## config.mk

```make
export PLATFORM = sky130hd
export DESIGN_NAME = cache_way_ram
export DESIGN_NICKNAME = d
export VERILOG_FILES = /design/src/dcache_pkg.sv /design/src/cache_way_ram.sv
export VERILOG_INCLUDE_DIRS = /design/src
export SDC_FILE = /design/constraint.sdc
export NUM_CORES = 2
export LEC_CHECK = 0
export ABC_AREA = 1
export BUFFER_PORTS_ARGS = -buffer_cell sky130_fd_sc_hd__buf_2
export CAP_MARGIN = 20
export CORE_MARGIN = 2
export CORE_UTILIZATION = 50
export CTS_CLUSTER_SIZE = 30
export DETAILED_ROUTE_END_ITERATION = 8
export PLACE_DENSITY = 0.74
export RECOVER_POWER = 50
export SLEW_MARGIN = 20
export SYNTH_ARGS = -nofsm -noshare
export SYNTH_HDL_FRONTEND = slang
export SYNTH_SLANG_ARGS = --single-unit
```

## constraint.sdc

```tcl
create_clock -name clk -period 6.14 [get_ports clk]
set_clock_uncertainty 0.1 [all_clocks]
set_input_delay 0.307 -clock clk [delete_from_list [all_inputs] [get_ports clk]]
set_output_delay 0.307 -clock clk [all_outputs]
set_load 0.005 [all_outputs]
```

## src/dcache_consts.svh

```systemverilog
`ifndef DCACHE_CONSTS_SVH
`define DCACHE_CONSTS_SVH

// Address and data widths
`define DC_ADDR_W     32
`define DC_WORD_W     32

// Cache geometry
`define DC_LINE_WORDS 4
`define DC_NSET       16
`define DC_NWAY       2

// Address split into tag, index and byte offset
`define DC_OFFSET_W   4
`define DC_INDEX_W    4
`define DC_TAG_W      24

// Victim LFSR start value, never zero
`define DC_LFSR_SEED  16'hace1

`endif

```

## src/dcache_pkg.sv

```systemverilog
`include "dcache_consts.svh"

package dcache_pkg;

    typedef logic [`DC_ADDR_W-1:0]                   addr_t;
    typedef logic [`DC_WORD_W-1:0]                   word_t;
    typedef logic [`DC_WORD_W/8-1:0]                 strb_t;
    typedef logic [`DC_TAG_W-1:0]                    tag_t;
    typedef logic [`DC_INDEX_W-1:0]                  index_t;
    typedef logic [`DC_LINE_WORDS*`DC_WORD_W-1:0]    line_t;
    typedef logic [`DC_LINE_WORDS*`DC_WORD_W/8-1:0]  line_be_t;
    typedef logic [$clog2(`DC_NWAY)-1:0]             way_sel_t;

    // Core request, a store has nonzero strb
    typedef struct packed {
        addr_t addr;
        strb_t strb;
        word_t wdata;
    } cpu_req_t;

    typedef struct packed {
        logic  valid;
        logic  dirty;
        tag_t  tag;
        line_t line;
    } way_entry_t;

    // One way's write port
    typedef struct packed {
        logic       en;
        index_t     index;
        way_entry_t entry;
        line_be_t   be;
    } way_wr_t;

    // Wishbone master outputs
    typedef struct packed {
        logic  cyc;
        logic  stb;
        logic  we;
        addr_t adr;
        word_t dat;
        strb_t sel;
    } wb_req_t;

    typedef struct packed {
        logic  ack;
        word_t dat;
    } wb_rsp_t;

    typedef enum logic [1:0] {
        IDLE,
        WB_BEAT,
        REFILL_BEAT,
        FILL_WRITE
    } miss_state_e;

endpackage

```

## src/cache_way_ram.sv

```systemverilog
`timescale 1ns/10ps
`include "dcache_consts.svh"

module cache_way_ram
    import dcache_pkg::*;
(
    input  logic       clk,
    input  logic       rst,
    input  logic       rd_en_i,
    input  index_t     rd_index_i,
    output way_entry_t rd_o,
    input  way_wr_t    wr_i
);

    logic [`DC_NSET-1:0] valid_q;
    logic [`DC_NSET-1:0] dirty_q;
    tag_t                tag_q  [`DC_NSET];
    line_t               line_q [`DC_NSET];

    // Valid bits
    always_ff @(posedge clk) begin
        if (rst) begin
            valid_q <= '0;
        end else if (wr_i.en) begin
            valid_q[wr_i.index] <= wr_i.entry.valid;
        end
    end

    // Dirty, tag and byte-enabled line data
    always_ff @(posedge clk) begin
        if (wr_i.en) begin
            dirty_q[wr_i.index] <= wr_i.entry.dirty;
            tag_q[wr_i.index]   <= wr_i.entry.tag;
            for (int b = 0; b < $bits(line_be_t); b++) begin
                if (wr_i.be[b]) begin
                    line_q[wr_i.index][b*8 +: 8] <= wr_i.entry.line[b*8 +: 8];
                end
            end
        end
    end

    // Registered read, holds until the next enabled read
    always_ff @(posedge clk) begin
        if (rd_en_i) begin
            rd_o.valid <= valid_q[rd_index_i];
            rd_o.dirty <= dirty_q[rd_index_i];
            rd_o.tag   <= tag_q[rd_index_i];
            rd_o.line  <= line_q[rd_index_i];
        end
    end

    // Every write from lookup or refill touches at least one byte
    assert property (@(posedge clk) disable iff (rst) wr_i.en |-> wr_i.be != '0);

endmodule

```

## Word level (Yosys, flattened, before mapping)

Memories as Yosys holds them, arrays and structs flattened. A register that Yosys moved wholly into a read port is not among the register bits.
Index checks and enable logic that the tools add are counted.

| word-level totals | value |
|---|---|
| bits in registers | 34 |
| RAM bits | 2432 |
| bits of input ports | 182 |
| output and inout bits | 154 |
| word-level logic and storage cells | 68 |
| memories kept | 2 |

| operators by class | value |
|---|---|
| order comparisons | 3 |
| muxes and demuxes | 58 |
| reduce and logical (&&, ||, !) cells | 1 |

Memory list:

| name | depth | bits a word | rd ports | clocked after Yosys merged registers in | write ports | RTL line | source |
|---|---|---|---|---|---|---|---|
| line_q | 16 | 128 | 1 | 1 | 1 | cache_way_ram.sv:18 | `` line_t line_q [`DC_NSET]; `` |
| tag_q | 16 | 24 | 1 | 1 | 1 | cache_way_ram.sv:17 | `` tag_t tag_q [`DC_NSET]; `` |

Operators with widths:

| kind | number |
|---|---|
| two-way mux 1 bit | 53 |
| bitwise mux 16 bit | 2 |
| less-than comparator 4 x 5 -> 1 bit, second input constant | 2 |
| binary-select mux 1 bit (select 4 bit) | 2 |
| demux 1 bit (select 4 bit) | 1 |
| >= comparator 4 x 1 -> 1 bit, second input constant | 1 |
| logical AND 1 bit | 1 |

## Logic depth before layout (Yosys ltp)

| depth | value |
|---|---|
| depth in word-level cells | 5 |
| depth in mapped cells | 11 |
| depth with buffers taken out | 7 |

## Least setup slack after synthesis

Ideal clock, no wire load.

| path | value |
|---|---|
| path type | input to register |
| start | input wr_i[172] (netlist name) |
| end | memory line_q[15][100] (netlist name) (enable) |
| setup time | 0.370 ns |
| arrival time | 2.382 ns |
| required time | 5.670 ns |
| slack | 3.288 ns |
| cell stages on the path | 5 |
| path buffers | 1 |
| cell sequence | nand2_1 -> nor3_2 -> inv_2 -> clkbuf_1 -> nor2_1 |

RTL lines:

| what | RTL line | source |
|---|---|---|
| from (decl) | cache_way_ram.sv:12 | `input way_wr_t wr_i` |
| to (decl) | cache_way_ram.sv:18 |  |

No word-level cell before the write port.

## Worst setup path after layout

| path | value |
|---|---|
| start | input wr_i[174] (netlist name) |
| end | memory line_q[15][51] (netlist name) (enable) |

| on the way | value |
|---|---|
| cells in the longest elaborated chain, start to end | 2 |

Ends and longest elaborated chain:

| what | RTL line | source |
|---|---|---|
| two-way mux 1 bit | cache_way_ram.sv:31 | `if (wr_i.en) begin` |
| two-way mux 1 bit (not written as such) | cache_way_ram.sv:36 | `line_q[wr_i.index][b*8 +: 8] <= wr_i.entry.line[b*8 +: 8];` |

Every way passes these cells.

==> reports/qor.yml <==
startpoint: "wr_i[174]"
synth_top_area_share_pct: 72.0
grt_usage_pct: 25.1
cp-end-kind: "flip-flop"
cts_buffers: 277
grt_antenna_before_repair: 34
grt_pass1_wl_um: 425000
synthCells: 9755
maxSlewViolCount: 250
worstPathRequired_ns: 6.56
synth.yosys.warnings: 0
drc: 0
routed_via_density: 5.51
ant_nets: 0
min_path_cells: 6
startpoint_type: "input pin"
finalCritPeriodShare_pct: 72.9
leakage_nw: 48.5
synthesis.area_sq_um: 109000
most-common-layout-cells: "3412 x nand2_1, 2602 x edfxtp_1, 1773 x nand3_1"
wire_per_inst_um: 21.6
start_util_pct: 50.1
fin_nets: 10231
finalSetupViolCount: 0
chipHeight_um: 470
totalWireLength_um: 283000
cts_tree: "done"
clkTransAtPathRegs_ns: 0.06
multi_input_area_sq_um: 23000
grt_pass1_vias: 69882
drv_cap: 10
cts_root_buf: "clkbuf_16"
hold_ws_ns: 0.0677
crit_end: "line_q[15][51]"
post_cts_buffers: 0
synthesis.nets: 9937
dr.pass1.iters: 6
final_util_pct: 56.1
fillers: 17370
cts.sinks: 2618
hpwlAfterDp_um: 158000
synth.area.top_cells: "edfxtp_1 72%, nand2_1 12%, nand3_1 8.2%, inv_1 3.8%, buf_2 1.1%"
hold_viol: 0
crit_chain: "buf_2 > inv_1 > nor3_1 > clkbuf_1 > inv_2 > nor2_1"
io_buffers: 335
synth_seq_cells: 2618
grt_overflow: 0
relSlewSlack_pct: -134
cts_resized: 0
r2r-end: "rd_o[101]"
ios: 336
regArea_sq_um: 78500
regToRegSetupSlack_ns: 4.62
die_area_sq_um: 221000
layout_setup_ws_ns: 1.67
via_count: 72075
ff2ff_path_depth: 5
std_cell_rows: 171
tns_ns: 0
pre_cts_ws_ns: 2.66
core-area_sq_um: 217000
grt_max_degree: 217
worstSetupPathType: "in -> reg"
die_x_um: 470
crit_buf_inv: 4
gp_congestion: 0.817
synth.avg_cell_area_sq_um: 11.1
synth.distinct_cells: 18
yosysTopAreaCell: "edfxtp_1"
clock_latency_ns: 0.95
drive_gt1_share_pct: 6.13
power_density_nw_per_um2: 316
ys_seq_area_share_pct: 72.3
clk_path_buf_depth: 4
syn2layout_area_growth_pct: 11.9
mostFrequentLayoutCell: "nand2_1"
fin_crit_ns: 4.47
hp-class: "in -> reg"
crit_arrival_ns: 4.89
cp_top_family: "buffers and inverters"
violations: "max-capacitance violations, max-slew violations"
path_depth: 6
crit_path_top_delay_cell: "clkbuf_1"
critPathMaxStageDelay_ns: 1.71
critPathMaxFanout: 27
cts_max_level: 5
peakVddDrop_v: 0.000240
timing.fmax_mhz: 224
outcome: "finished, violations left"
first_iter_violations: 8370
timing.rr.start: "line_q[12][101]"
worst_slew_pin_slew_ns: 3.51
rsz0062_at_grt: "no"
[area by class of cell]
type	instances	share of cell area [%]
clock buffers	338	6.05
multi-input cells	5489	18.9
diodes	14	0.0288
well taps	2854	2.94
repair buffers	564	3.16
flip-flops and latches	2618	64.6
inverters	1099	3.43
clock inverters	113	0.884
[where the power goes]
| group | internal (mW) | total (mW) | switching, mW |
|---|---|---|---|
| sequential | 20.0 | 20.1 | 0.126 |
| clock | 9.33 | 15.9 | 6.62 |
| combinational | 0.600 | 2.28 | 1.68 |
| total | 29.9 | 38.4 | 8.42 |
[worst reg2reg max path: stages (launching register included)]
cell and delay [ns]:
edfxtp_1 0.37, or2_2 0.28, nand3_1 0.08, nand3_1 0.17, nand3_1 0.20, nand2_1 0.07
[registers in the layout (all words and copies together), names as in the netlist]
signal	cells
dirty_q	16
line_q	2048
rd_o	154
tag_q	384
valid_q	16
[worst min path at each step]
| stage | from | end | slack, ns |
|---|---|---|---|
| after CTS | rd_index_i[0] | rd_o[75] | 0.005 |
| final | rd_index_i[0] | rd_o[75] | 0.07 |
| after global placement | valid_q[14] | valid_q[14] | 0.35 |
| after floorplan | wr_i[168] | dirty_q[0] | 0.31 |
| after detailed placement | valid_q[11] | valid_q[11] | 0.35 |
| after global routing | rd_index_i[0] | rd_o[75] | 0.09 |
[logic make-up (layout without fill, tap and decap cells)]
kind of cell / count (synthesis) / count (layout) / synth area share, %
buffers and inverters: 1648 / 2114 / 6.62
DFF: 2618 / 2618 / 72.3
AOI/OAI and AO/OA: 16 / 16 / 0.0738
other: 0 / 14 / 0
and+or+nand+nor: 5473 / 5473 / 21.0
[stage by stage]
stage | total power, mW | std cells | cell area, sq um
2_1_floorplan | 21.7 | 9755 | 109000
3_3_place_gp | 22.6 | 12461 | 112000
3_5_place_dp | 22.7 | 12461 | 112000
4_1_cts | 38.5 | 13072 | 122000
5_1_grt | 39.4 | 13084 | 121000
6_report | 38.4 | 13089 | 121000
[synthesized netlist by cell type]
cell type,number
inv_1,1090
buf_1,60
a21oi_1,16
buf_6,68
nand2_1,3414
buf_4,38
inv_2,8
nor3_2,5
dfxtp_1,16
buf_2,241
buf_8,2
inv_4,1
nand3_1,1780
clkbuf_1,139
or2_2,15
nor2_1,259
edfxtp_1,2602
buf_12,1
[metal layers]
layer | wire length (um) | global-route usage (%) | share of wire (%) | vias up
li1 | - | - | - | 32967
met1 | 111000 | 34.1 | 39 | 34761
met2 | 134000 | 40.4 | 47 | 3739
met3 | 26400 | 4.42 | 9.3 | 582
met4 | 10900 | 10.2 | 3.9 | 26
met5 | 160 | 0 | 0.056 | -
[timing repair]
item / CTS / global route
hold buffers: 160 / 0
endpoints found under the setup margin: 0 / 0
hold endpoints to repair: 2532 / 0
(Power assumes the default switching activity.)
