### src/dcache_consts.svh
`ifndef DCACHE_CONSTS_SVH
`define DCACHE_CONSTS_SVH

// Address and data widths
`define DC_ADDR_W     32
`define DC_WORD_W     32

// Cache geometry
`define DC_LINE_WORDS 4
`define DC_NSET       16
`define DC_NWAY       2

// Address split into tag, index and byte offset
`define DC_OFFSET_W   4
`define DC_INDEX_W    4
`define DC_TAG_W      24

// Victim LFSR start value, never zero
`define DC_LFSR_SEED  16'hace1

`endif

### src/dcache_pkg.sv
`include "dcache_consts.svh"

package dcache_pkg;

    typedef logic [`DC_ADDR_W-1:0]                   addr_t;
    typedef logic [`DC_WORD_W-1:0]                   word_t;
    typedef logic [`DC_WORD_W/8-1:0]                 strb_t;
    typedef logic [`DC_TAG_W-1:0]                    tag_t;
    typedef logic [`DC_INDEX_W-1:0]                  index_t;
    typedef logic [`DC_LINE_WORDS*`DC_WORD_W-1:0]    line_t;
    typedef logic [`DC_LINE_WORDS*`DC_WORD_W/8-1:0]  line_be_t;
    typedef logic [$clog2(`DC_NWAY)-1:0]             way_sel_t;

    // Core request, a store has nonzero strb
    typedef struct packed {
        addr_t addr;
        strb_t strb;
        word_t wdata;
    } cpu_req_t;

    typedef struct packed {
        logic  valid;
        logic  dirty;
        tag_t  tag;
        line_t line;
    } way_entry_t;

    // One way's write port
    typedef struct packed {
        logic       en;
        index_t     index;
        way_entry_t entry;
        line_be_t   be;
    } way_wr_t;

    // Wishbone master outputs
    typedef struct packed {
        logic  cyc;
        logic  stb;
        logic  we;
        addr_t adr;
        word_t dat;
        strb_t sel;
    } wb_req_t;

    typedef struct packed {
        logic  ack;
        word_t dat;
    } wb_rsp_t;

    typedef enum logic [1:0] {
        IDLE,
        WB_BEAT,
        REFILL_BEAT,
        FILL_WRITE
    } miss_state_e;

endpackage

### src/dcache_lookup.sv
`timescale 1ns/10ps
`include "dcache_consts.svh"

module dcache_lookup
    import dcache_pkg::*;
(
    input  logic       clk,
    input  logic       rst,
    input  logic       cpu_valid_i,
    input  cpu_req_t   cpu_req_i,
    output logic       cpu_ready_o,
    output logic       data_ok_o,
    output word_t      rdata_o,
    output logic       rd_en_o,
    output index_t     rd_index_o,
    input  way_entry_t way_rd_i [`DC_NWAY],
    output way_wr_t    way_wr_o [`DC_NWAY],
    output logic       miss_o,
    output cpu_req_t   miss_req_o,
    input  way_wr_t    fill_wr_i,
    input  way_sel_t   fill_way_i,
    input  logic       fill_done_i,
    input  line_t      fill_line_i
);

    logic                    accept;
    logic                    slot_valid_q;
    cpu_req_t                slot_req_q;
    tag_t                    slot_tag;
    index_t                  slot_index;
    logic [`DC_OFFSET_W-3:0] slot_word;
    logic                    slot_store;
    logic [`DC_NWAY-1:0]     way_hit;
    logic                    hit_any;
    line_t                   hit_line;

    ////////////////////////////////////////////////////////////
    // Lookup: accept and start the RAM read
    ////////////////////////////////////////////////////////////
    assign accept     = cpu_valid_i & cpu_ready_o;
    assign rd_en_o    = accept;
    assign rd_index_o = cpu_req_i.addr[`DC_OFFSET_W +: `DC_INDEX_W];

    always_ff @(posedge clk) begin
        if (rst) begin
            slot_valid_q <= 1'b0;
        end else if (accept) begin
            slot_valid_q <= 1'b1;
        end else if (data_ok_o) begin
            slot_valid_q <= 1'b0;
        end
    end

    always_ff @(posedge clk) begin
        if (accept) begin
            slot_req_q <= cpu_req_i;
        end
    end

    ////////////////////////////////////////////////////////////
    // Resolve: tag compare and answer
    ////////////////////////////////////////////////////////////
    assign slot_tag   = slot_req_q.addr[`DC_ADDR_W-1 -: `DC_TAG_W];
    assign slot_index = slot_req_q.addr[`DC_OFFSET_W +: `DC_INDEX_W];
    assign slot_word  = slot_req_q.addr[`DC_OFFSET_W-1:2];
    assign slot_store = |slot_req_q.strb;

    always_comb begin
        way_hit  = '0;
        hit_line = way_rd_i[0].line;
        for (int w = 0; w < `DC_NWAY; w++) begin
            way_hit[w] = way_rd_i[w].valid && (way_rd_i[w].tag == slot_tag);
            if (way_hit[w]) begin
                hit_line = way_rd_i[w].line;
            end
        end
    end

    assign hit_any    = slot_valid_q & (|way_hit);
    assign miss_o     = slot_valid_q & ~(|way_hit);
    assign miss_req_o = slot_req_q;

    // Miss answers in the cycle of the fill write
    assign data_ok_o = hit_any | (miss_o & fill_done_i);
    assign rdata_o   = hit_any ? hit_line[slot_word*`DC_WORD_W +: `DC_WORD_W]
                               : fill_line_i[slot_word*`DC_WORD_W +: `DC_WORD_W];

    // Store hit or miss blocks the next request
    assign cpu_ready_o = ~slot_valid_q | (hit_any & ~slot_store);

    // RAM write ports: refill during a miss, else store hit
    always_comb begin
        for (int w = 0; w < `DC_NWAY; w++) begin
            way_wr_o[w] = '0;
            if (miss_o) begin
                if (fill_way_i == way_sel_t'(w)) begin
                    way_wr_o[w] = fill_wr_i;
                end
            end else if (slot_valid_q && slot_store && way_hit[w]) begin
                way_wr_o[w].en          = 1'b1;
                way_wr_o[w].index       = slot_index;
                way_wr_o[w].entry.valid = 1'b1;
                way_wr_o[w].entry.dirty = 1'b1;
                way_wr_o[w].entry.tag   = slot_tag;
                way_wr_o[w].entry.line  = {`DC_LINE_WORDS{slot_req_q.wdata}};
                way_wr_o[w].be          = line_be_t'(slot_req_q.strb) << {slot_word, 2'b00};
            end
        end
    end

    // Refill ends only a pending miss
    assert property (@(posedge clk) disable iff (rst) fill_done_i |-> miss_o);

endmodule

### config.mk
export PLATFORM = sky130hd
export DESIGN_NAME = dcache_lookup
export DESIGN_NICKNAME = d
export VERILOG_FILES = /design/src/dcache_pkg.sv /design/src/dcache_lookup.sv
export VERILOG_INCLUDE_DIRS = /design/src
export SDC_FILE = /design/constraint.sdc
export NUM_CORES = 1
export LEC_CHECK = 0
export BUFFER_PORTS_ARGS = -buffer_cell sky130_fd_sc_hd__buf_2
export CAP_MARGIN = 30
export CORE_AREA = 3 3 448 450
export CTS_CLUSTER_DIAMETER = 100
export CTS_CLUSTER_SIZE = 28
export DETAILED_ROUTE_END_ITERATION = 6
export DIE_AREA = 0 0 451 453
export PLACE_DENSITY = 0.3
export SLEW_MARGIN = 25
export SYNTH_ARGS = -nofsm -noshare
export SYNTH_HDL_FRONTEND = slang
export SYNTH_SLANG_ARGS = --single-unit
### constraint.sdc
create_clock -name clk -period 12.6 [get_ports clk]
set_input_delay 2.52 -clock clk [delete_from_list [all_inputs] [get_ports clk]]
set_output_delay 2.52 -clock clk [all_outputs]
set_load 0.005 [all_outputs]
After elaboration in Yosys (flattened, before gate mapping)
Cells that the tools add are included.
W data, S select, Z words.
- bits of input ports: 684
- output and inout bits: 458
- logic and storage cells: 37
- flip-flop bits (word level): 69
- equal/unequal tests: 2
- reduce and logical (&&, ||, !) cells: 8
- muxes and demuxes: 10
- bitwise logic cells: 10
- shifts and indexed selects: 3
- operator list (kind ; count):
    $mux W175 ; 6
    $shiftx A128 B8 Y32 ; 2
    $mux W128 ; 1
    $eq A24 B24 Y1 ; 2
    $mux W32 ; 1
    $shl A4 B4 Y16 ; 1
    $and A1 B1 Y1 ; 5
    $logic_and A1 B1 Y1 ; 5
    $reduce_or A4 Y1 ; 1
    $not A1 Y1 ; 3
    $mux W1 ; 2
    $or A1 B1 Y1 ; 2
    $reduce_bool A2 Y1 ; 1
    $reduce_or A2 Y1 ; 1

Logic depth before layout (Yosys ltp)
Gate-level depths: netlist (run 1).
- word-level depth: 9
- depth in mapped cells: 11

Worst setup path before layout (run 1)
OpenSTA, ideal clock, no wires.
- kind: input to output
- start: in way_rd_i[146] (netlist name)
- end: out rd_en_o
- path buffers: 1
- arrival: 6589 ps
- path slack: 3491 ps
- stages on the path: 7
- cell sequence: xnor2_1 -> nand4_1 -> nor4_4 -> nand2_2 -> and3_1 -> buf_6 -> nor2_1
- longest elaborated chain between the ends: 7
- ends and longest elaborated chain (item ; line ; RTL):
    start, declared ; dcache_lookup.sv:16 ; input way_entry_t way_rd_i [`DC_NWAY],
    $eq A24 B24 Y1 ; dcache_lookup.sv:72 ; way_hit[w] = way_rd_i[w].valid && (way_rd_i[w].tag == slot_tag);
    $logic_and A1 B1 Y1 ; dcache_lookup.sv:72 ;
    $reduce_or A2 Y1 ; dcache_lookup.sv:79 ; assign hit_any = slot_valid_q & (|way_hit);
    $and A1 B1 Y1 ; dcache_lookup.sv:79 ;
    $and A1 B1 Y1 ; dcache_lookup.sv:89 ; assign cpu_ready_o = ~slot_valid_q | (hit_any & ~slot_store);
    $or A1 B1 Y1 ; dcache_lookup.sv:89 ;
    $and A1 B1 Y1 ; dcache_lookup.sv:40 ; assign accept = cpu_valid_i & cpu_ready_o;
    end, declared ; dcache_lookup.sv:14 ; output logic rd_en_o,
Every way passes these cells.

==> results by group, run 1 <==
Placement
  • Placed cell areas: around 18000 sq um
  • Placed insts: 4716
  • IO buf count: 1139
  • Worst slack, placed: ~2900 ps
  • RD Place Congestion: 0.915
  • Placed wire-length estimate: 141000 um

Drt
  • Vias per cell: 3.40
  • DRT Pass-1 Iters: 5
  • DR DRC count: 0
  • DR vias: 16248
  • Average routed wire per standard cell: 33.9 um
  • Initial drt markers: 1717
  • Final WL: 162000 um
  • Post-DRT Antenna Nets: 0

Setup path
  • Reg-to-reg startpoint: miss_req_o[62]$_DFFE_PP_
  • Crit start category: input pin
  • Element type at the critical path end: primary output
  • R2R cell count: 10
  • Reg2reg setup slack: 7390 ps
  • Critical path arrival: 6930 ps
  • WP data required: between 10000 and 15000 ps
  • Critical path origin: way_rd_i[151]
  • CP Class: input pin to primary output
  • Worst-path maximum fanout: 97
  • R2R Path End: miss_req_o[2]$_DFFE_PP_

Die
  • Die area: between 200000 and 250000 sq um
  • Die Ht: 453 um
  • Core area: 197000 sq um
  • Num rows: between 150 and 200
  • Top-Level Pins: 1142
  • Die Width: 451 um
  • Starting Density: 0.0509

Power
  • Clock network power share: 0.275
  • Net Switching: roughly 0.47 mW
  • Internal cell power: 0.638 mW
  • Logic pwr share: 0.435
  • Sequential Power Share: 0.290
  • Cell Pwr Density: between 50 and 60 nW/um^2
  • Max VDD drop: about 0.044 mV
  • Tot Pwr: 1.11 mW
  • Leakage: 8.84 nW
  • Sw frac: 0.427

Yosys
  • Xor/xnor share of the synthesized area: 0.0420
  • Main combinational cell family by area after synthesis: compound AO/OA/AOI/OAI gates
  • Post-synthesis sequential area ratio: 0.206
  • Post-synth top cells: a22o_1 (324), clkbuf_1 (112), and3_1 (109), a211oi_1 (81), edfxtp_1 (68)
  • Synthesized flop and latch total: between 60 and 70
  • Post-synth top flop: edfxtp_1
  • Cell taking the most area after synthesis: a22o_1
  • Post-synthesis adder-cell area fraction: 0
  • Synth top area share: 0.283
  • Mean Syn Cell Area: around 9 sq um
  • Syn Std Cell Area: 10000 sq um
  • Synth Area in Compound Gates: 0.459
  • Mux cell area share after synthesis: 0.0955
  • Gate Count Post-Synth: 1094
  • Ys async rst share: 0
  • Most instantiated library cell after synthesis: a22o_1
  • Synth Area in Simple Gates: 0.104
  • Yosys warnings: 0
  • Cell variety after synth: 37
  • Syn_nets: 1778
  • Synth area leaders: a22o_1 (28%), edfxtp_1 (20%), mux4_2 (8.3%), and3_1 (6.8%), a211oi_1 (6.1%)
  • Post-synth EDFFs: ~70

Global routing
  • Vias in the first global route: 15320
  • Gr ovfl total: 0
  • Initial antenna violation count: 139
  • First-pass GRT wire length: around 190000 um
  • GRT Util Overall: 0.149
  • Largest net degree at the start of global routing: ~160

STA
  • Slew headroom: 0.299
  • Final slew viol count: 0
  • Worst hold slack: 957 ps
  • Final Hold Viols: 0
  • Slew @ Worst Pin: 1050 ps
  • Setup ws final: 3150 ps
  • RSZ-0062 raised after global routing: no
  • Max Freq: 0.106 GHz
  • Min Tclk post-route: 9450 ps
  • Final period utilization: 0.750
  • Final setup viols: 0
  • Final TNS setup: 0 ps
  • Clk_skew: 21.0 ps

Job
  • Max cap viols: 0

Layout
  • Share of cells above drive strength 1: 0.600
  • # fillers: approximately 23000
  • Final instance area: about 19000 sq um
  • Final Net Count: 2772
  • Area grow syn2layout: 89.0%
  • Final std cells w/o fill: 4778
  • Final design utilization: 0.0961

Clocking
  • Setup bufs post-CTS: 0
  • H-tree Lvls: 3
  • Worst-skew pair later-pin latency: 430 ps
  • CTS hold repair buffers: 0
  • CTS tree: built
  • Root Buffer: clkbuf_16
  • Post_cts resized: 0
  • CTS sink count: 69
  • Clock Pin Slew Worst Setup and Hold Paths: 70 ps
  • Clock Tree Buf Depth: 2
  • CTS buffer count: 9

Min path
  • Min-Delay Path Depth: 3
  • WHS Endpoint: slot_valid_q$_SDFFE_PP0P_
  • Hold Path Origin: slot_valid_q$_SDFFE_PP0P_
  • Hold/Removal Path Class: flip-flop to flip-flop

Status
  • Outcome: complete, no violations
worst max path at each step:
stage / end / cells after the start / slack, ps
final: way_wr_o[14] / 11 / 3150
after global routing: way_wr_o[13] / 11 / 2880
after CTS: rdata_o[31] / 12 / 2840
after detailed placement: rdata_o[31] / 12 / 2860
after global placement: rdata_o[31] / 12 / 2820
after floorplan: rd_en_o / 7 / 3490
metal layers:
metal,up-vias,GRT usage,part of all wire
met2,1168,0.267,0.51
met3,274,0.0518,0.092
met5,-,0.00746,0.0024
met1,8211,0.166,0.37
met4,28,0.0412,0.030
li1,6567,-,-
flip-flops by register name, indices dropped and copies added (netlist names):
name,flops
miss_req_o,68
slot_valid_q,1
cells by family (layout without fill, tap and decap cells):
kind of cell,count (synthesis),after routing
xor gates and xnor gates,48,48
other,0,45
buffers and inverters,200,1199
DFF,69,69
and+or+nand+nor,178,178
AOI/OAI and AO/OA,551,551
muxes,48,48
cell usage in the layout (no fill, tap or decap), types with 2 or more instances in the layout:
cell,instances
a21o_1,6
nand4_1,9
nand2b_1,5
a221oi_1,5
a32o_1,20
nor2_4,3
nor4_2,3
a211oi_1,81
a21boi_0,27
clkbuf_16,9
xnor2_1,37
a22oi_1,5
nor4_1,2
buf_2,1139
diode_2,45
edfxtp_1,68
o31ai_1,27
o21ai_1,27
nor2_1,5
buf_4,33
a22o_1,324
and2_1,2
and3_1,109
mux2_2,11
xor2_1,11
nand2_1,31
o32a_1,27
mux4_2,37
buf_12,3
inv_1,6
clkinv_4,3
final cells by class:
type / instances / area, sq um / area share
Clock buffer: 9 / 225 / 0.0119
Multi-Input combinational cell: 825 / 7090 / 0.374
Clock inverter: 7 / 83.8 / 0.00443
Timing Repair Buffer: 1176 / 6040 / 0.319
Sequential cell: 69 / 2060 / 0.109
Tap cell: 2640 / 3300 / 0.174
Inverter: 7 / 26.3 / 0.00139
Antenna cell: 45 / 113 / 0.00595
worst max-delay path, stage by stage:
cell and delay, ps:
buf_2 100, xnor2_1 230, nand4_1 530, nor4_4 390, buf_4 500, nand2_4 480, nor2_4 760, buf_12 400
and2_1 300, a22o_1 290, buf_2 180
power by group through the flow:
stage	combinational (mW)	sequential, mW	clock, mW
finish	0.484	0.322	0.306
floorplan	0.180	0.292	0
global route	0.515	0.324	0.327
global placement	0.493	0.327	0
CTS	0.494	0.322	0.330
detailed placement	0.492	0.327	0
Power figures use the tool's default switching activity.
==> run 2, diff against run 1 <==
- CORE_AREA: 3 3 448 450 -> 3 3 447 449
- DIE_AREA: 0 0 451 453 -> 0 0 450 452
- clock period: 12.6 -> 8.65 ns (I/O delays scaled with it)
==> run 2 against run 1 <==
Combinational power is 46% higher. Count of clock-buffer cells in the layout stayed put. Sequential power is 47% higher. Global-route usage is 0.12 points lower. Register-to-register slack worse by 2900 ps. Sequential cell count stayed put. Sequential share of layout area is 0.092 points lower. Power is 48% higher. Wire length is 1.3% lower. Clock power is 54% higher. Die area is 0.44% lower. Critical path type unchanged. Largest power group unchanged.
==> results by group, run 2 (synthesis gave the netlist of run 1 again) <==
Clocking
  • Post_cts resized: 0
  • Worst-skew pair later-pin latency: 420 ps
  • CTS hold repair buffers: 0
  • Clock Tree Buf Depth: 2
  • CTS sink count: 69
  • Root Buffer: clkbuf_16
  • Setup bufs post-CTS: 0
  • Clock Pin Slew Worst Setup and Hold Paths: approximately 70 ps
  • CTS tree: built
  • CTS buffer count: 9
  • H-tree Lvls: 3

Die
  • Die Ht: approximately 450 um
  • Top-Level Pins: 1142
  • Starting Density: 0.0510
  • Core area: 197000 sq um
  • Die Width: 450 um
  • Die area: 203000 sq um
  • Num rows: 163

Layout
  • Largest register FFs: 68
  • Multi-input gate area in the final layout: 7080 sq um
  • # fillers: 23191
  • Sequential cell area: 2060 sq um
  • Most frequent cells in the layout: buf_2 (1139), a22o_1 (324), and3_1 (109)
  • Final Net Count: 2782
  • Leading cell type in the layout, fill and taps excluded: buf_2
  • Area grow syn2layout: 90.6%
  • Final std cells w/o fill: 4787
  • Share of cells above drive strength 1: 0.601

Setup path
  • Top delay family on crit path: buffers and inverters
  • Cell chain of the critical path: buf_2 -> xnor2_1 -> nand4_1 -> buf_4 -> nor4_4 -> nand2_4 -> buf_4 -> nand2_1 -> nor3_2 -> buf_4 -> buf_12 -> a22o_1 -> buf_2
  • CP bufs+invs: 6
  • Crit-path max cell delay: 580 ps
  • WP data required: 6920 ps
  • Cell mode on critical path: buf_4
  • Critical path arrival: 5430 ps
  • Element type at the critical path end: primary output
  • CP Class: input pin to primary output
  • Slowest-stage cell, CP: a22o_1
  • Crit start category: input pin
  • Worst-path maximum fanout: 152

Power
  • Internal cell power: approximately 0.96 mW
  • Tot Pwr: 1.65 mW
  • Sw frac: 0.418
  • Clock network power share: 0.285
  • Sequential Power Share: 0.286
  • Leakage: 8.92 nW
  • Logic pwr share: 0.429
  • Net Switching: 0.689 mW
  • Cell Pwr Density: 86.4 nW/um^2
  • Max VDD drop: 0.107 mV

Job
  • Max cap viols: 0

STA
  • Slew @ Worst Pin: 1230 ps
  • Final period utilization: 0.828
  • Setup ws final: 1490 ps
  • Clk_skew: 20.4 ps
  • Final Hold Viols: 0
  • Final slew viol count: 0
  • Worst hold slack: 976 ps
  • Final setup viols: 0
  • Final TNS setup: 0 ps
  • Slew headroom: 0.177
  • Max Freq: 0.140 GHz
  • Min Tclk post-route: ~7000 ps
  • RSZ-0062 raised after global routing: no

Global routing
  • First-pass GRT wire length: 193000 um
  • GRT Util Overall: 0.148
  • Largest net degree at the start of global routing: 153
  • Gr ovfl total: 0
  • Initial antenna violation count: ~140
  • Vias in the first global route: ~16000

Drt
  • Average routed wire per standard cell: 33.4 um
  • DRT Pass-1 Iters: 5
  • Initial drt markers: 1535
  • Final WL: about 160000 um
  • Vias per cell: 3.37
  • DR DRC count: 0
  • Post-DRT Antenna Nets: 0
  • DR vias: 16137

Placement
  • IO buf count: between 1000 and 1500
  • Placed insts: 4727
  • Placed wire-length estimate: 139000 um
  • Worst slack, placed: ~1600 ps
  • RD Place Congestion: 0.935

Min path
  • Hold/Removal Path Class: flip-flop to flip-flop

Status
  • Outcome: complete, no violations
run 2: metrics by stage:
stage                     instance area [sq um]    util
final                                     19100  0.0972
after global routing                      19100  0.0970
after CTS                                 19000  0.0966
after detailed placement                  18700  0.0949
after global placement                    18700  0.0949
after floorplan                           10000       -
run 2: worst paths after layout:
path | startpoint | to | slack [ps] | cells after the start
setup / recovery | way_rd_i[137] | way_wr_o[296] | 1490 | 13
hold reg to reg | slot_valid_q$_SDFFE_PP0P_ | slot_valid_q$_SDFFE_PP0P_ | 980 | 3
setup reg to reg | miss_req_o[53]$_DFFE_PP_ | miss_req_o[35]$_DFFE_PP_ | 4460 | 9
hold / removal | slot_valid_q$_SDFFE_PP0P_ | slot_valid_q$_SDFFE_PP0P_ | 980 | 3
run 2: worst reg2reg max path, cell delays in order, from the launching register on:
cell and delay (ps):
edfxtp_1 630, xnor2_1 480, nand4_1 330, buf_4 280, nor4_4 440, nand2_4 130
and3_1 300, nor2_4 400, buf_4 340, buf_12 300
run 2: power by group through the flow:
| stage | Sequential, mW | Combinational (mW) | Clock [mW] |
|---|---|---|---|
| floorplan | 0.425 | 0.262 | 0 |
| global route | 0.474 | 0.750 | 0.508 |
| CTS | 0.473 | 0.718 | 0.503 |
| finish | 0.472 | 0.708 | 0.470 |
| global placement | 0.480 | 0.716 | 0 |
| detailed placement | 0.480 | 0.715 | 0 |
run 2: per-layer routing:
metal  global-route usage  vias to the layer above  wire [um]
li1                     -                     6589          -
met1                0.166                     8163      58800
met2                0.260                     1105      79600
met3               0.0523                      254      15300
met4               0.0476                       26       5640
met5              0.00746                        -        361
run 2: cell type report:
type | instances | area share
Inverter | 7 | 0.00138
Multi-Input combinational cell | 825 | 0.370
Clock buffer | 9 | 0.0118
Antenna cell | 44 | 0.00576
Timing Repair Buffer | 1186 | 0.324
Sequential cell | 69 | 0.108
Clock inverter | 7 | 0.00557
Tap cell | 2640 | 0.173
==> run 3, diff against run 2 <==
- CORE_AREA: 3 3 447 449 -> 3 3 440 442
- DIE_AREA: 0 0 450 452 -> 0 0 443 445
- clock period: 8.65 -> 7.5 ns (I/O delays scaled with it)
==> run 3 against run 2 <==
Critical endpoint is now rdata_o[3]. Global-route usage is 0.98 points higher. Final cell count is 3.0% lower. Sequential power is 16% higher. Critical path type unchanged.
==> results by group, run 3 (synthesis gave the netlist of run 1 again) <==
Status
  • Outcome: complete, no violations

STA
  • Final TNS setup: 0 ps
  • Final setup viols: 0
  • RSZ-0062 raised after global routing: no
  • Final period utilization: 0.864
  • Final slew viol count: 0
  • Slew @ Worst Pin: 932 ps
  • Max Freq: around 0.15 GHz
  • Final Hold Viols: 0
  • Worst hold slack: 976 ps
  • Slew headroom: 0.379
  • Min Tclk post-route: approximately 6500 ps
  • Clk_skew: 27.8 ps

Setup path
  • CP Class: input pin to primary output
  • Worst-path maximum fanout: 64
  • Element type at the critical path end: primary output
  • Critical path arrival: 4980 ps
  • WP data required: 6000 ps
  • Crit start category: input pin

Layout
  • Multi-input gate area in the final layout: 7090 sq um
  • Largest register FFs: 68
  • # fillers: ~22000
  • Share of cells above drive strength 1: 0.603
  • Final Net Count: 2791
  • Leading cell type in the layout, fill and taps excluded: buf_2
  • Final instance area: 19000 sq um
  • Final std cells w/o fill: about 4600
  • Sequential cell area: 2060 sq um
  • Area grow syn2layout: 89.4%
  • Final design utilization: 0.0999
  • Most frequent cells in the layout: buf_2 (1138), a22o_1 (324), and3_1 (109)

Clocking
  • CTS sink count: 69
  • Setup bufs post-CTS: 0
  • Root Buffer: clkbuf_16
  • Worst-skew pair later-pin latency: 420 ps
  • Clock Tree Buf Depth: 2
  • CTS buffer count: 9
  • H-tree Lvls: 3
  • CTS hold repair buffers: 0
  • CTS tree: built
  • Clock Pin Slew Worst Setup and Hold Paths: 80 ps
  • Post_cts resized: 0

Die
  • Core area: 190000 sq um
  • Starting Density: 0.0527
  • Top-Level Pins: 1142
  • Die Ht: 445 um
  • Num rows: 160
  • Die area: 197000 sq um
  • Die Width: approximately 440 um

Global routing
  • Initial antenna violation count: 123
  • Vias in the first global route: 15531
  • First-pass GRT wire length: 197000 um
  • Gr ovfl total: 0
  • GRT Util Overall: 0.158
  • Largest net degree at the start of global routing: roughly 140

Power
  • Internal cell power: 1.08 mW
  • Sequential Power Share: 0.291
  • Logic pwr share: 0.436
  • Leakage: between 8 and 9 nW
  • Cell Pwr Density: 99.5 nW/um^2
  • Max VDD drop: 0.127 mV
  • Sw frac: 0.429
  • Net Switching: 0.810 mW
  • Clock network power share: 0.273

Job
  • Max cap viols: 0

Min path
  • Hold/Removal Path Class: flip-flop to flip-flop

Drt
  • Initial drt markers: between 1000 and 1500
  • DRT Pass-1 Iters: 5
  • DR DRC count: 0
  • Average routed wire per standard cell: 35.3 um
  • Vias per cell: 3.42
  • Final WL: 164000 um
  • Post-DRT Antenna Nets: 0
  • DR vias: 15874

Placement
  • RD Place Congestion: around 0.91
  • Placed insts: 4607
  • IO buf count: 1139
  • Placed cell areas: 18600 sq um
  • Placed wire-length estimate: 143000 um
-- run 3: changes by cell type in the layout (fill, tap and decap cells not counted), moves of 2 or more --
cell,delta
buf_4,+7
clkinvlp_4,+2
buf_12,+3
diode_2,-22
-- run 3: power groups by stage --
stage / logic (mW) / registers, mW / clock network (mW)
after floorplan: 0.302 / 0.490 / 0
after global placement: 0.843 / 0.559 / 0
after detailed placement: 0.839 / 0.558 / 0
after CTS: 0.844 / 0.550 / 0.553
after global routing: 0.877 / 0.553 / 0.555
final: 0.824 / 0.549 / 0.515
-- run 3: final timing paths --
path / start / to / slack [ps] / depth (start not counted)
max reg2reg: miss_req_o[53]$_DFFE_PP_ / miss_req_o[33]$_DFFE_PP_ / 3100 / 8
min: slot_valid_q$_SDFFE_PP0P_ / slot_valid_q$_SDFFE_PP0P_ / 980 / 3
min reg2reg: slot_valid_q$_SDFFE_PP0P_ / slot_valid_q$_SDFFE_PP0P_ / 980 / 3
max: way_rd_i[136] / rdata_o[3] / 1020 / 10
-- run 3: stage by stage --
step / setup WS (ps) / power [mW]
final: 1020 / 1.89
after CTS: 367 / 1.95
after global routing: 535 / 1.99
after detailed placement: 370 / 1.40
after global placement: 436 / 1.40
after floorplan: 431 / 0.793
-- run 3: routing by layer --
layer	GRT usage	share of wire	up-vias
met2	0.275	0.50	1018
met4	0.0545	0.036	38
met3	0.0671	0.11	247
met5	0	0.0014	-
met1	0.170	0.36	7991
li1	-	-	6580
-- run 3: critical path, cell delays in order --
cell	delay [ps]
buf_2	130
xnor2_1	190
nand4_1	410
nor4_4	520
nand2_4	330
a21o_4	570
a221oi_1	690
buf_4	270
a22oi_1	80
buf_2	210
-- run 3: area by class of cell --
type,instances,share of cell area
Timing Repair Buffer,1195,0.332
Antenna cell,22,0.00290
Multi-Input combinational cell,825,0.373
Clock buffer,9,0.0119
Clock inverter,7,0.00435
Tap cell,2511,0.166
Inverter,7,0.00138
Sequential cell,69,0.109
